--- src/verilog/dma_pkg.sv ---
package dma_pkg;

    localparam int NUM_CHANNELS = 4;
    localparam int CH_W = $clog2(NUM_CHANNELS);   // channel index width

    typedef logic [27:0]             addr_t;
    typedef logic [31:0]             word_t;
    typedef logic [16:0]             count_t;     // one more bit for 65536 units
    typedef logic [7:0]              reg_adr_t;
    typedef logic [NUM_CHANNELS-1:0] chan_vec_t;

    // register map with one block of three words per channel
    localparam reg_adr_t REG_BASE = 8'hB0;
    localparam int REG_STRIDE = 12;
    localparam int SAD_OFS = 0;
    localparam int DAD_OFS = 4;
    localparam int CNT_OFS = 8;

    // CNT word layout
    localparam int CNT_H_LSB    = 16;   // unit count sits below this
    localparam int DST_CTRL_LSB = 21;
    localparam int SRC_CTRL_LSB = 23;
    localparam int REPEAT_BIT   = 25;
    localparam int DWORD_BIT    = 26;
    localparam int TIMING_LSB   = 28;
    localparam int IRQ_BIT      = 30;
    localparam int ENABLE_BIT   = 31;

    typedef enum logic [1:0] {
        START_NOW,
        START_VBLANK,
        START_HBLANK,
        START_SPECIAL       // no trigger source in this design
    } start_timing_t;

    typedef enum logic [1:0] {
        ADR_INC,
        ADR_DEC,
        ADR_FIXED,
        ADR_INC_RELOAD
    } addr_ctrl_t;

    typedef enum logic [1:0] {CH_IDLE, CH_WAIT, CH_RUN} chan_state_t;

    typedef enum logic [1:0] {ENG_IDLE, ENG_READ, ENG_WRITE, ENG_DONE} engine_state_t;

endpackage

--- src/verilog/dma_regs.sv ---
module dma_regs (
    input  logic                   clk100,
    input  logic                   reset,
    input  logic                   reg_ena,
    input  logic                   reg_rnw,
    input  dma_pkg::reg_adr_t      reg_adr,
    input  dma_pkg::word_t         reg_wdata,
    input  dma_pkg::chan_vec_t     active,
    output dma_pkg::word_t         reg_rdata,
    output logic                   reg_rvalid,
    output dma_pkg::addr_t         sad [dma_pkg::NUM_CHANNELS],
    output dma_pkg::addr_t         dad [dma_pkg::NUM_CHANNELS],
    output logic [15:0]            cnt_l [dma_pkg::NUM_CHANNELS],
    output dma_pkg::addr_ctrl_t    dst_ctrl [dma_pkg::NUM_CHANNELS],
    output dma_pkg::addr_ctrl_t    src_ctrl [dma_pkg::NUM_CHANNELS],
    output dma_pkg::chan_vec_t     repeat_en,
    output dma_pkg::chan_vec_t     dword,
    output dma_pkg::chan_vec_t     irq_en,
    output dma_pkg::start_timing_t timing [dma_pkg::NUM_CHANNELS],
    output dma_pkg::chan_vec_t     enable_wr,
    output dma_pkg::chan_vec_t     enable_val
);
    import dma_pkg::*;

    logic [CH_W-1:0] hit_ch;
    logic            hit_sad;
    logic            hit_dad;
    logic            hit_cnt;
    logic            wr;
    word_t           cnt_rd;

    assign wr = reg_ena & ~reg_rnw;

    // address -> channel + field
    always_comb begin
        hit_ch  = '0;
        hit_sad = 1'b0;
        hit_dad = 1'b0;
        hit_cnt = 1'b0;
        for (int i = 0; i < NUM_CHANNELS; i++) begin
            if (reg_adr == reg_adr_t'(REG_BASE + i * REG_STRIDE + SAD_OFS)) begin
                hit_ch  = CH_W'(i);
                hit_sad = 1'b1;
            end
            if (reg_adr == reg_adr_t'(REG_BASE + i * REG_STRIDE + DAD_OFS)) begin
                hit_ch  = CH_W'(i);
                hit_dad = 1'b1;
            end
            if (reg_adr == reg_adr_t'(REG_BASE + i * REG_STRIDE + CNT_OFS)) begin
                hit_ch  = CH_W'(i);
                hit_cnt = 1'b1;
            end
        end
    end

    // CNT readback with the count field read as zero
    always_comb begin
        cnt_rd = '0;
        cnt_rd[DST_CTRL_LSB +: 2] = dst_ctrl[hit_ch];
        cnt_rd[SRC_CTRL_LSB +: 2] = src_ctrl[hit_ch];
        cnt_rd[REPEAT_BIT]        = repeat_en[hit_ch];
        cnt_rd[DWORD_BIT]         = dword[hit_ch];
        cnt_rd[TIMING_LSB +: 2]   = timing[hit_ch];
        cnt_rd[IRQ_BIT]           = irq_en[hit_ch];
        cnt_rd[ENABLE_BIT]        = active[hit_ch];   // live enable from the channel
    end

    always_ff @(posedge clk100) begin
        if (reset) begin
            enable_wr  <= '0;
            enable_val <= '0;
            repeat_en  <= '0;
            dword      <= '0;
            irq_en     <= '0;
            for (int i = 0; i < NUM_CHANNELS; i++) begin
                dst_ctrl[i] <= ADR_INC;
                src_ctrl[i] <= ADR_INC;
                timing[i]   <= START_NOW;
            end
        end else begin
            for (int i = 0; i < NUM_CHANNELS; i++) begin
                enable_wr[i] <= wr & hit_cnt & (hit_ch == CH_W'(i));
                if (wr && hit_cnt && hit_ch == CH_W'(i)) begin
                    dst_ctrl[i]   <= addr_ctrl_t'(reg_wdata[DST_CTRL_LSB +: 2]);
                    src_ctrl[i]   <= addr_ctrl_t'(reg_wdata[SRC_CTRL_LSB +: 2]);
                    repeat_en[i]  <= reg_wdata[REPEAT_BIT];
                    dword[i]      <= reg_wdata[DWORD_BIT];
                    timing[i]     <= start_timing_t'(reg_wdata[TIMING_LSB +: 2]);
                    irq_en[i]     <= reg_wdata[IRQ_BIT];
                    enable_val[i] <= reg_wdata[ENABLE_BIT];
                end
            end
        end
    end

    // bit 27 of an address is only reachable on some channels
    always_ff @(posedge clk100) begin
        for (int i = 0; i < NUM_CHANNELS; i++) begin
            if (wr && hit_ch == CH_W'(i)) begin
                if (hit_sad)
                    sad[i] <= {reg_wdata[27] & (i != 0), reg_wdata[26:0]};
                if (hit_dad)
                    dad[i] <= {reg_wdata[27] & (i == NUM_CHANNELS - 1), reg_wdata[26:0]};
                if (hit_cnt)
                    cnt_l[i] <= reg_wdata[CNT_H_LSB-1:0];
            end
        end
    end

    always_ff @(posedge clk100) begin
        if (reset)
            reg_rvalid <= 1'b0;
        else
            reg_rvalid <= reg_ena & reg_rnw & (hit_sad | hit_dad | hit_cnt);
    end

    always_ff @(posedge clk100) begin
        reg_rdata <= hit_cnt ? cnt_rd : '0;   // SAD and DAD are write only
    end

endmodule

--- src/verilog/dma_channel.sv ---
module dma_channel #(
    parameter int CHANNEL_INDEX = 0
) (
    input  logic                   clk100,
    input  logic                   reset,
    input  dma_pkg::addr_t         sad,
    input  dma_pkg::addr_t         dad,
    input  logic [15:0]            cnt_l,
    input  dma_pkg::addr_ctrl_t    dst_ctrl,
    input  dma_pkg::addr_ctrl_t    src_ctrl,
    input  logic                   repeat_en,
    input  logic                   word_size,
    input  logic                   irq_en,
    input  dma_pkg::start_timing_t timing,
    input  logic                   enable_wr,
    input  logic                   enable_val,
    input  logic                   vblank,
    input  logic                   hblank,
    input  logic                   unit_done,
    output logic                   active,
    output logic                   xfer_req,
    output dma_pkg::addr_t         src_adr,
    output dma_pkg::addr_t         dst_adr,
    output logic                   dword,
    output logic                   irq
);
    import dma_pkg::*;

    chan_state_t   state;
    addr_ctrl_t    dst_mode;
    addr_ctrl_t    src_mode;
    start_timing_t tmg;
    logic          rep;
    logic          irq_on;
    count_t        count;
    logic          start;
    logic          trig;
    logic          last;
    logic          rearm;

    // zero in the count field means the maximum
    function automatic count_t unit_count(input logic [15:0] c);
        if (CHANNEL_INDEX == NUM_CHANNELS - 1)
            return (c == 16'h0) ? count_t'(17'h10000) : count_t'(c);
        return (c[13:0] == 14'h0) ? count_t'(17'h04000) : count_t'(c[13:0]);
    endfunction

    function automatic addr_t next_adr(input addr_t a, input addr_ctrl_t mode, input logic dw);
        addr_t step;
        step = dw ? addr_t'(4) : addr_t'(2);
        case (mode)
            ADR_INC, ADR_INC_RELOAD: next_adr = a + step;
            ADR_DEC:                 next_adr = a - step;
            default:                 next_adr = a;
        endcase
    endfunction

    assign start    = enable_wr & enable_val & ~active;   // 0 -> 1 enable edge
    assign xfer_req = (state == CH_RUN);
    assign last     = xfer_req & unit_done & (count == count_t'(1));
    assign rearm    = rep & (tmg != START_NOW);

    always_comb begin
        case (tmg)
            START_NOW:    trig = 1'b1;
            START_VBLANK: trig = vblank;
            START_HBLANK: trig = hblank;
            default:      trig = 1'b0;
        endcase
    end

    always_ff @(posedge clk100) begin
        if (reset) begin
            state  <= CH_IDLE;
            active <= 1'b0;
            irq    <= 1'b0;
        end else begin
            irq <= 1'b0;
            case (state)
                CH_WAIT: if (trig) state <= CH_RUN;
                CH_RUN: begin
                    if (last) begin
                        irq <= irq_on;
                        if (rearm) begin
                            state <= CH_WAIT;   // next trigger starts a fresh block
                        end else begin
                            state  <= CH_IDLE;
                            active <= 1'b0;
                        end
                    end
                end
                default: ;
            endcase
            // register writes override the sequencing
            if (enable_wr) begin
                active <= enable_val;
                if (!enable_val)
                    state <= CH_IDLE;
                else if (!active)
                    state <= CH_WAIT;
            end
        end
    end

    always_ff @(posedge clk100) begin
        if (start) begin
            dst_mode <= dst_ctrl;
            src_mode <= src_ctrl;
            tmg      <= timing;
            rep      <= repeat_en;
            irq_on   <= irq_en;
            dword    <= word_size;
            src_adr  <= sad;
            dst_adr  <= dad;
            count    <= unit_count(cnt_l);
        end else if (xfer_req && unit_done) begin
            src_adr <= next_adr(src_adr, src_mode, dword);
            dst_adr <= next_adr(dst_adr, dst_mode, dword);
            count   <= count - count_t'(1);
            if (last && rearm) begin
                count <= unit_count(cnt_l);
                if (dst_mode == ADR_INC_RELOAD)
                    dst_adr <= dad;     // block restarts at programmed DAD
            end
        end
    end

endmodule

--- src/verilog/dma_bus_engine.sv ---
module dma_bus_engine (
    input  logic               clk100,
    input  logic               reset,
    input  dma_pkg::chan_vec_t xfer_req,
    input  dma_pkg::addr_t     src_adr [dma_pkg::NUM_CHANNELS],
    input  dma_pkg::addr_t     dst_adr [dma_pkg::NUM_CHANNELS],
    input  dma_pkg::chan_vec_t dword,
    input  logic               mem_done,
    input  dma_pkg::word_t     mem_rdata,
    output dma_pkg::chan_vec_t unit_done,
    output logic               mem_ena,
    output logic               mem_rnw,
    output dma_pkg::addr_t     mem_adr,
    output logic               mem_dword,
    output dma_pkg::word_t     mem_wdata,
    output logic               dma_on
);
    import dma_pkg::*;

    engine_state_t   state;
    logic [CH_W-1:0] pick;
    chan_vec_t       grant;
    addr_t           wr_adr;      // aligned destination of the unit
    logic            src_half;    // source bit 1 picks the halfword
    logic [15:0]     rd_half;

    function automatic addr_t align(input addr_t a, input logic dw);
        return dw ? {a[27:2], 2'b00} : {a[27:1], 1'b0};
    endfunction

    // lowest index wins
    always_comb begin
        pick = '0;
        for (int i = NUM_CHANNELS - 1; i >= 0; i--) begin
            if (xfer_req[i])
                pick = CH_W'(i);
        end
    end

    assign rd_half = src_half ? mem_rdata[31:16] : mem_rdata[15:0];
    assign dma_on  = (|xfer_req) | (state != ENG_IDLE);

    always_ff @(posedge clk100) begin
        if (reset) begin
            state     <= ENG_IDLE;
            grant     <= '0;
            mem_ena   <= 1'b0;
            unit_done <= '0;
        end else begin
            mem_ena   <= 1'b0;
            unit_done <= '0;
            case (state)
                ENG_IDLE: begin
                    if (|xfer_req) begin
                        grant   <= chan_vec_t'(1) << pick;
                        mem_ena <= 1'b1;            // read strobe
                        state   <= ENG_READ;
                    end
                end
                ENG_READ: begin
                    if (mem_done) begin
                        mem_ena <= 1'b1;            // write strobe
                        state   <= ENG_WRITE;
                    end
                end
                ENG_WRITE: begin
                    if (mem_done) begin
                        unit_done <= grant;
                        state     <= ENG_DONE;
                    end
                end
                default: state <= ENG_IDLE;         // gap while the channel updates
            endcase
        end
    end

    // bus payload follows the state machine
    always_ff @(posedge clk100) begin
        case (state)
            ENG_IDLE: begin
                if (|xfer_req) begin
                    mem_rnw   <= 1'b1;
                    mem_dword <= dword[pick];
                    mem_adr   <= align(src_adr[pick], dword[pick]);
                    wr_adr    <= align(dst_adr[pick], dword[pick]);
                    src_half  <= src_adr[pick][1];
                end
            end
            ENG_READ: begin
                if (mem_done) begin
                    mem_rnw   <= 1'b0;
                    mem_adr   <= wr_adr;
                    mem_wdata <= mem_dword ? mem_rdata : {rd_half, rd_half};
                end
            end
            default: ;
        endcase
    end

endmodule

--- src/verilog/dma_top.sv ---
module dma_top (
    input  logic               clk100,
    input  logic               reset,
    input  logic               reg_ena,
    input  logic               reg_rnw,
    input  dma_pkg::reg_adr_t  reg_adr,
    input  dma_pkg::word_t     reg_wdata,
    input  logic               vblank,
    input  logic               hblank,
    input  logic               mem_done,
    input  dma_pkg::word_t     mem_rdata,
    output dma_pkg::word_t     reg_rdata,
    output logic               reg_rvalid,
    output dma_pkg::chan_vec_t irq,
    output logic               dma_on,      // holds the CPU
    output logic               mem_ena,
    output logic               mem_rnw,
    output dma_pkg::addr_t     mem_adr,
    output logic               mem_dword,
    output dma_pkg::word_t     mem_wdata
);
    import dma_pkg::*;

    addr_t         sad [NUM_CHANNELS];
    addr_t         dad [NUM_CHANNELS];
    logic [15:0]   cnt_l [NUM_CHANNELS];
    addr_ctrl_t    dst_ctrl [NUM_CHANNELS];
    addr_ctrl_t    src_ctrl [NUM_CHANNELS];
    start_timing_t timing [NUM_CHANNELS];
    chan_vec_t     repeat_en;
    chan_vec_t     cfg_dword;
    chan_vec_t     irq_en;
    chan_vec_t     enable_wr;
    chan_vec_t     enable_val;
    chan_vec_t     active;
    chan_vec_t     xfer_req;
    chan_vec_t     xfer_dword;
    chan_vec_t     unit_done;
    addr_t         src_adr [NUM_CHANNELS];
    addr_t         dst_adr [NUM_CHANNELS];

    dma_regs u_regs (
        .clk100     (clk100),
        .reset      (reset),
        .reg_ena    (reg_ena),
        .reg_rnw    (reg_rnw),
        .reg_adr    (reg_adr),
        .reg_wdata  (reg_wdata),
        .active     (active),
        .reg_rdata  (reg_rdata),
        .reg_rvalid (reg_rvalid),
        .sad        (sad),
        .dad        (dad),
        .cnt_l      (cnt_l),
        .dst_ctrl   (dst_ctrl),
        .src_ctrl   (src_ctrl),
        .repeat_en  (repeat_en),
        .dword      (cfg_dword),
        .irq_en     (irq_en),
        .timing     (timing),
        .enable_wr  (enable_wr),
        .enable_val (enable_val)
    );

    for (genvar i = 0; i < NUM_CHANNELS; i++) begin : g_chan
        dma_channel #(
            .CHANNEL_INDEX (i)
        ) u_channel (
            .clk100     (clk100),
            .reset      (reset),
            .sad        (sad[i]),
            .dad        (dad[i]),
            .cnt_l      (cnt_l[i]),
            .dst_ctrl   (dst_ctrl[i]),
            .src_ctrl   (src_ctrl[i]),
            .repeat_en  (repeat_en[i]),
            .word_size  (cfg_dword[i]),
            .irq_en     (irq_en[i]),
            .timing     (timing[i]),
            .enable_wr  (enable_wr[i]),
            .enable_val (enable_val[i]),
            .vblank     (vblank),
            .hblank     (hblank),
            .unit_done  (unit_done[i]),
            .active     (active[i]),
            .xfer_req   (xfer_req[i]),
            .src_adr    (src_adr[i]),
            .dst_adr    (dst_adr[i]),
            .dword      (xfer_dword[i]),
            .irq        (irq[i])
        );
    end

    dma_bus_engine u_engine (
        .clk100    (clk100),
        .reset     (reset),
        .xfer_req  (xfer_req),
        .src_adr   (src_adr),
        .dst_adr   (dst_adr),
        .dword     (xfer_dword),
        .mem_done  (mem_done),
        .mem_rdata (mem_rdata),
        .unit_done (unit_done),
        .mem_ena   (mem_ena),
        .mem_rnw   (mem_rnw),
        .mem_adr   (mem_adr),
        .mem_dword (mem_dword),
        .mem_wdata (mem_wdata),
        .dma_on    (dma_on)
    );

endmodule

--- config.mk ---
export PLATFORM = sky130hd
export DESIGN_NAME = dma_top
export DESIGN_NICKNAME = d
export VERILOG_FILES = /design/src/verilog/dma_pkg.sv /design/src/verilog/dma_regs.sv /design/src/verilog/dma_channel.sv /design/src/verilog/dma_bus_engine.sv /design/src/verilog/dma_top.sv
export SDC_FILE = /design/constraint.sdc
export NUM_CORES = 2
export LEC_CHECK = 0
export BUFFER_PORTS_ARGS = -buffer_cell sky130_fd_sc_hd__buf_4
export CORE_UTILIZATION = 40
export CTS_BUF_LIST = sky130_fd_sc_hd__clkbuf_4
export DETAILED_ROUTE_END_ITERATION = 10
export SKIP_CTS_REPAIR_TIMING = 1
export SYNTH_ARGS = -nofsm -noshare
export SYNTH_HDL_FRONTEND = slang
export SYNTH_HIERARCHICAL = 1
export SYNTH_SLANG_ARGS = --single-unit
export TNS_END_PERCENT = 50
--- constraint.sdc ---
create_clock -name clk100 -period 5.47 [get_ports clk100]
set_input_delay 0.547 -clock clk100 [delete_from_list [all_inputs] [get_ports clk100]]
set_output_delay 0.547 -clock clk100 [all_outputs]
set_load 0.1 [all_outputs]
Word-level counts from Yosys, hierarchy flattened
Index checks and enable logic that the tools add are counted.

word-level totals
  register bits = 779
  latch bits = 0
  memory bits (writable) = 0
  bits in read-only memories = 0
  logic and storage cells = 508
  memories = 0

cells by class
  add/subtract/negate cells = 20
  $mul = 0
  div/mod/pow operators = 0
  order comparisons = 4
  equal/unequal tests = 60
  shift operators = 1
  multiplexer cells = 173
  bitwise gates (word level) = 48
  reductions and logical operators = 96

operator list
  operator                 count
  $mux W28                 26
  $pmux W28 S2             9
  $mux W17                 15
  $add A28 B28 Y28         8
  $sub A28 B28 Y28         8
  $bmux W28 S2             2
  $mux W27                 4
  $eq A8 B8 Y1 const B     12
  $mux W2                  42
  $eq A17 B1 Y1 const B    4
  $sub A17 B1 Y17 const B  4
  $mux W15                 4
  $logic_not A14 Y1        4
  $mux W1                  46
  $eq A2 B2 Y1 const B     19
  $eq A2 B1 Y1 const B     18
  $reduce_and A2 Y1        18
  $reduce_bool A2 Y1       18
  $mux W32                 1
  $and A1 B1 Y1            28
  $logic_not A2 Y1         14
  $reduce_and A3 Y1        6
  $logic_and A1 B1 Y1      17
  $logic_not A16 Y1        1
  20 further kinds         74

Depth between registers and ports, before layout
  depth after elaboration = 14
  gate-level depth with buffers = 16
  mapped depth without buffers = 12

Cells and area by module
The synthesis kept the hierarchy.

modules (own cells, without submodules)
  module                                  instances  cells each  area an instance (um^2)  sequential area each (um^2)
  dma_channel at g_chan[0].u_channel ...  2          828         7,053.0                  2,542.4
  dma_regs                                1          587         11,315.9                 9,629.2
  dma_channel at g_chan[3].u_channel      1          792         6,862.8                  2,542.4
  dma_channel at g_chan[2].u_channel      1          775         6,734.0                  2,542.4
  dma_bus_engine                          1          424         5,213.8                  2,892.8

Least setup slack after synthesis
Ideal clock, no wire load.

  path type = input to register
  from = in reg_adr[2]
  to = reg u_regs/sad[100] in the netlist's numbering (enable)
  arrival = 4.221 ns
  setup slack = 0.767 ns
  stages on the path = 7
  cell sequence = buf_2 -> and4b_1 -> nand3_1 -> nor2b_1 -> clkbuf_1 -> nand2_1 -> nor4_1

between the ends
  cells in the longest elaborated chain, start to end = 13
  elaborated cells on any way between the ends = 26
  those cells by class = eq/ne: 10; mux: 13; reduce/logical: 3

RTL lines
  what                                    RTL line         RTL
  start, declared                         dma_top.sv:6     input dma_pkg::reg_adr_t reg_adr,
  $eq A8 B8 Y1                            dma_regs.sv:41   if (reg_adr == reg_adr_t'(REG_BASE + i * REG_STRIDE + SAD_OFS)) begin
  $mux W1                                 dma_regs.sv:41
  $mux W2                                 dma_regs.sv:45   if (reg_adr == reg_adr_t'(REG_BASE + i * REG_STRIDE + DAD_OFS)) begin
  $mux W2                                 dma_regs.sv:49   if (reg_adr == reg_adr_t'(REG_BASE + i * REG_STRIDE + CNT_OFS)) begin
  $mux W2                                 dma_regs.sv:41
  $mux W2                                 dma_regs.sv:45
  $mux W2                                 dma_regs.sv:49
  $mux W2                                 dma_regs.sv:41
  $mux W2                                 dma_regs.sv:45
  $mux W2                                 dma_regs.sv:49
  $logic_not A2 Y1                        dma_regs.sv:99   if (wr && hit_ch == CH_W'(i)) begin
  $logic_and A1 B1 Y1                     dma_regs.sv:99
  $reduce_and A2 Y1 (no source line) (*)  n/a
  end signal, assigned by index           dma_regs.sv:101  sad[i] <= {reg_wdata[27] & (i != 0), reg_wdata[26:0]};
  end, declared                           dma_regs.sv:11   output dma_pkg::addr_t sad [dma_pkg::NUM_CHANNELS],

Mark *: on every way between the ends. The rest lies on a longest branch, timed or not.
A chain may end at the register's enable or synchronous reset.

Worst setup path in the final report
  from = reg g_chan[1].u_channel.dst_mode[0]
  to = reg g_chan[1].u_channel.dst_adr[20], data pin

between the ends
  cells in the longest elaborated chain, start to end = 7
  elaborated cells on any way between the ends = 9
  those cells by class = eq/ne: 2; mux: 5; reduce/logical: 2

RTL lines
  what                                                     RTL line                               RTL
  start, declared                                          dma_channel.sv:30                      addr_ctrl_t dst_mode;
  start signal, assigned                                   dma_channel.sv:107                     dst_mode <= dst_ctrl;
  $eq A2 B2 Y1 / $logic_not A2 Y1 (equally long branches)  dma_channel.sv:51, dma_channel.sv:122
  $reduce_or A2 Y1                                         dma_channel.sv:51                      case (mode)
  $pmux W28 S2                                             dma_channel.sv:51
  $mux W28                                                 dma_channel.sv:122                     if (dst_mode == ADR_INC_RELOAD)
  $mux W28 (*)                                             dma_channel.sv:120                     if (last && rearm) begin
  $mux W28 (*)                                             dma_channel.sv:116                     end else if (xfer_req && unit_done) begin
  $mux W27 (*)                                             dma_channel.sv:106                     if (start) begin
  end signal, assigned                                     dma_channel.sv:118                     dst_adr <= next_adr(dst_adr, dst_mode, dword);
  end, declared                                            dma_channel.sv:23                      output dma_pkg::addr_t dst_adr,

Mark *: on every way between the ends. The rest lies on a longest branch, timed or not. The select of a mux whose other input is x is not followed.

==> flow_results.org <==
** Finish
- Share of post-route cells with drive strength above 1 :: about 16%
- Registers take 22,000 µm².
- In the final layout, the multi-input gates occupy roughly 20,000 µm².
- Net count of the finished layout :: 4,718
- From synthesis to final layout, the design area changed by 13.9%.
- Post-route core utilization :: around 46%
- The layout has 10,271 filler cells.

** Die
- From bottom edge to top edge, the die measures between 300 and 400 µm.
- The die covers around 110,000 µm².
- Standard-cell row count :: between 100 and 150
- 180 I/O pins were placed.
- Starting utilization of the core area :: around two fifths
- Die width :: ~330 µm
- Core Region :: approximately 110,000 µm²

** CTS
- The clock drives roughly 760 sinks.
- Maximum level of the CTS H-tree :: 4
- Buffer type at the clock tree root :: clkbuf_4
- Clock latency on the worst-skew pair, taken at its later pin, is between 1 and 1.5 ns.
- Max Buffers Root-to-Sink :: 3
- After clock tree synthesis, the clock-pin slew on the worst setup and hold paths is around 0.070 ns.
- TritonCTS built the clock tree.
- Clock buffer count from CTS :: 209

** Global route
- Global routing used 24.9% of the available tracks.
- The initial antenna violation count was 18.
- Global-route wire length before repair :: about 210 mm
- Overall overflow remaining after global route :: 0
- Pin count of the biggest net entering global routing :: 65
- The number of global-route vias before repair came to roughly 33,000.

** Timing
- For the pin with the worst max-slew slack, the measured transition is 1.22 ns.
- Setup total negative slack :: 0 ns
- Headroom to the max-slew limit came out at ~18%.
- The clock arrives with ~0.11 ns of skew.
- Top achievable clock speed :: roughly 250 MHz
- Unrepaired setup endpoints after global routing :: false
- The hold violation count in the final report came to 0.
- The worst path meets setup with between 1 and 1.5 ns of slack.
- The final max-slew violation count came to 0.
- In the finished design, the share of the clock period the worst path needs comes to 72.6%.
- For the finished layout, the period the worst path requires is slightly below 4 ns.
- Count of final setup violators :: 0

** Placed design
- The count of buffers added on input and output ports is roughly 160.
- Final weighted congestion in routability-driven placement :: about 0.95
- Setup WS pre-CTS :: roughly 1.6 ns
- Detailed placement ended at an HPWL of ~95 mm.

** Power
- In this run the power density over the cells is between 200 and 300 nW/µm².
- Leak pwr :: 18.0 nW
- VDD sags by at most roughly 140 µV.

** Drt
- Number of DRC violations after detailed routing :: 0
- The first detailed-routing pass took 7 iterations.
- In this run the remaining antenna-violating nets after routing total 0.
- Final routed wirelength across all metal layers :: around 140 mm
- Via density :: just under 6
- Dividing the detail-routed wire length by the instance count gives 23.3 µm.
- First DRT Iteration DRCs :: 3,885
- Count of vias placed by the detailed router :: approximately 36,000

** Synthesis
- Number of warnings reported in the yosys synthesis log :: 6
- Mean instance size in the synthesized netlist :: approximately 10 µm²
- Area of the mapped netlist :: roughly 44,000 µm²
- Count of mapped cells out of synthesis :: 4,204

** Worst setup path
- The worst setup path is captured at a flop.
- Worst Reg2Reg Path Length in Cells :: 11
- At the worst endpoint, the required time is around 6.3 ns.
- At the worst endpoint, the arrival time is roughly 4.8 ns.
- STA classifies the critical path startpoint as a flop.
- By startpoint and endpoint, the worst setup path is classified as flop to flop.
- Of all nets on the critical path, the largest fanout is 27.

** Min path
- The tightest min-delay check is of the primary input to flop type.
- WHS Path Cells :: 4

** Run
- Across the run, the number of max-cap violations was 0.

** Outcome
- The flow ran to the end, and the final reports show no timing, DRC or antenna violations.
flip-flops by register name, indices dropped and copies added (netlist names), 8 cells and up:
signal	flops
u_regs/dad	105
g_chan.u_channel/state	8
g_chan.u_channel/dst_mode	8
u_regs/dst_ctrl	8
u_regs/reg_rdata	10
g_chan.u_channel/dst_adr	108
u_engine/wr_adr	27
g_chan.u_channel/tmg	8
u_engine/mem_wdata	32
g_chan.u_channel/src_mode	8
u_engine/mem_adr	27
u_regs/cnt_l	58
u_regs/src_ctrl	8
g_chan.u_channel/src_adr	108
g_chan.u_channel/count	68
u_regs/timing	8
u_regs/sad	107
layout make-up:
class	count	share of cell area, %
Antenna cell	8	0.0404
Clock buffer	320	4.84
Clock inverter	60	0.775
Inverter	114	0.866
Multi-Input combinational cell	3100	40.3
Sequential cell	761	44.4
Tap cell	1403	3.54
Timing Repair Buffer	309	5.18
cells in the final DEF (no fill, tap or decap), drive strengths merged, types with 39 or more instances in the layout:
master	count
buf	210
nand4	49
mux2i	69
a21oi	257
clkinv	54
o21ai	317
xnor2	138
nand3	91
dlygate4sd3	99
nor4	76
a21o	53
nor2	365
nor2b	52
a22oi	99
ha	144
nand2	416
dfxtp	82
clkbuf	320
mux2	48
nand2b	64
a22o	39
edfxtp	679
nor3	115
xor2	78
inv	111
critical path, stage by stage (launching register included):
cell	delay, ns
edfxtp_1	0.94
nand2b_4	0.36
nor2_1	0.18
ha_1	0.27
nor2b_1	0.21
or2_2	0.35
maj3_1	0.42
o21ai_0	0.25
a21oi_1	0.16
a211o_1	0.31
a22oi_1	0.16
a21oi_1	0.06
path summary, 6_finish.rpt:
| check | startpoint | endpoint | slack (ns) |
|---|---|---|---|
| worst max-delay path | g_chan[1].u_channel/dst_mode[0] | g_chan[1].u_channel/dst_adr[20] | 1.50 |
| worst min-delay path | reg_adr[6] | u_regs/enable_wr[3] | 0.06 |
| worst max register to register | g_chan[1].u_channel/dst_mode[0] | g_chan[1].u_channel/dst_adr[20] | 1.50 |
| worst min register to register | u_regs/sad[88] | g_chan[0].u_channel/src_adr[4] | 0.41 |
per-stage QoR:
step                hold slack, ns  area [µm²]  cells  total power [mW]
floorplan                    0.426       43600   4229              6.98
global placement             0.436       45800   5588              7.25
detailed placement           0.440       45800   5588              7.25
CTS                         -0.417       48600   5968              12.7
global route                0.0123       49600   6072              13.1
finish                      0.0587       49600   6075              12.6
power by group:
part / total (mW) / switching (mW) / internal, mW
Clock: 5.38 / 2.53 / 2.85
Combinational: 0.828 / 0.638 / 0.190
Sequential: 6.35 / 0.0176 / 6.34
Total: 12.6 / 3.19 / 9.38
metal layers:
layer | vias up | share of wire, % | track usage (%)
met3 | 299 | 7.7 | 4.78
li1 | 16537 | - | -
met5 | - | 0.069 | 0
met1 | 17178 | 43 | 33.2
met4 | 6 | 4.0 | 10.6
met2 | 1516 | 46 | 39.5
(Power assumes the default switching activity.)
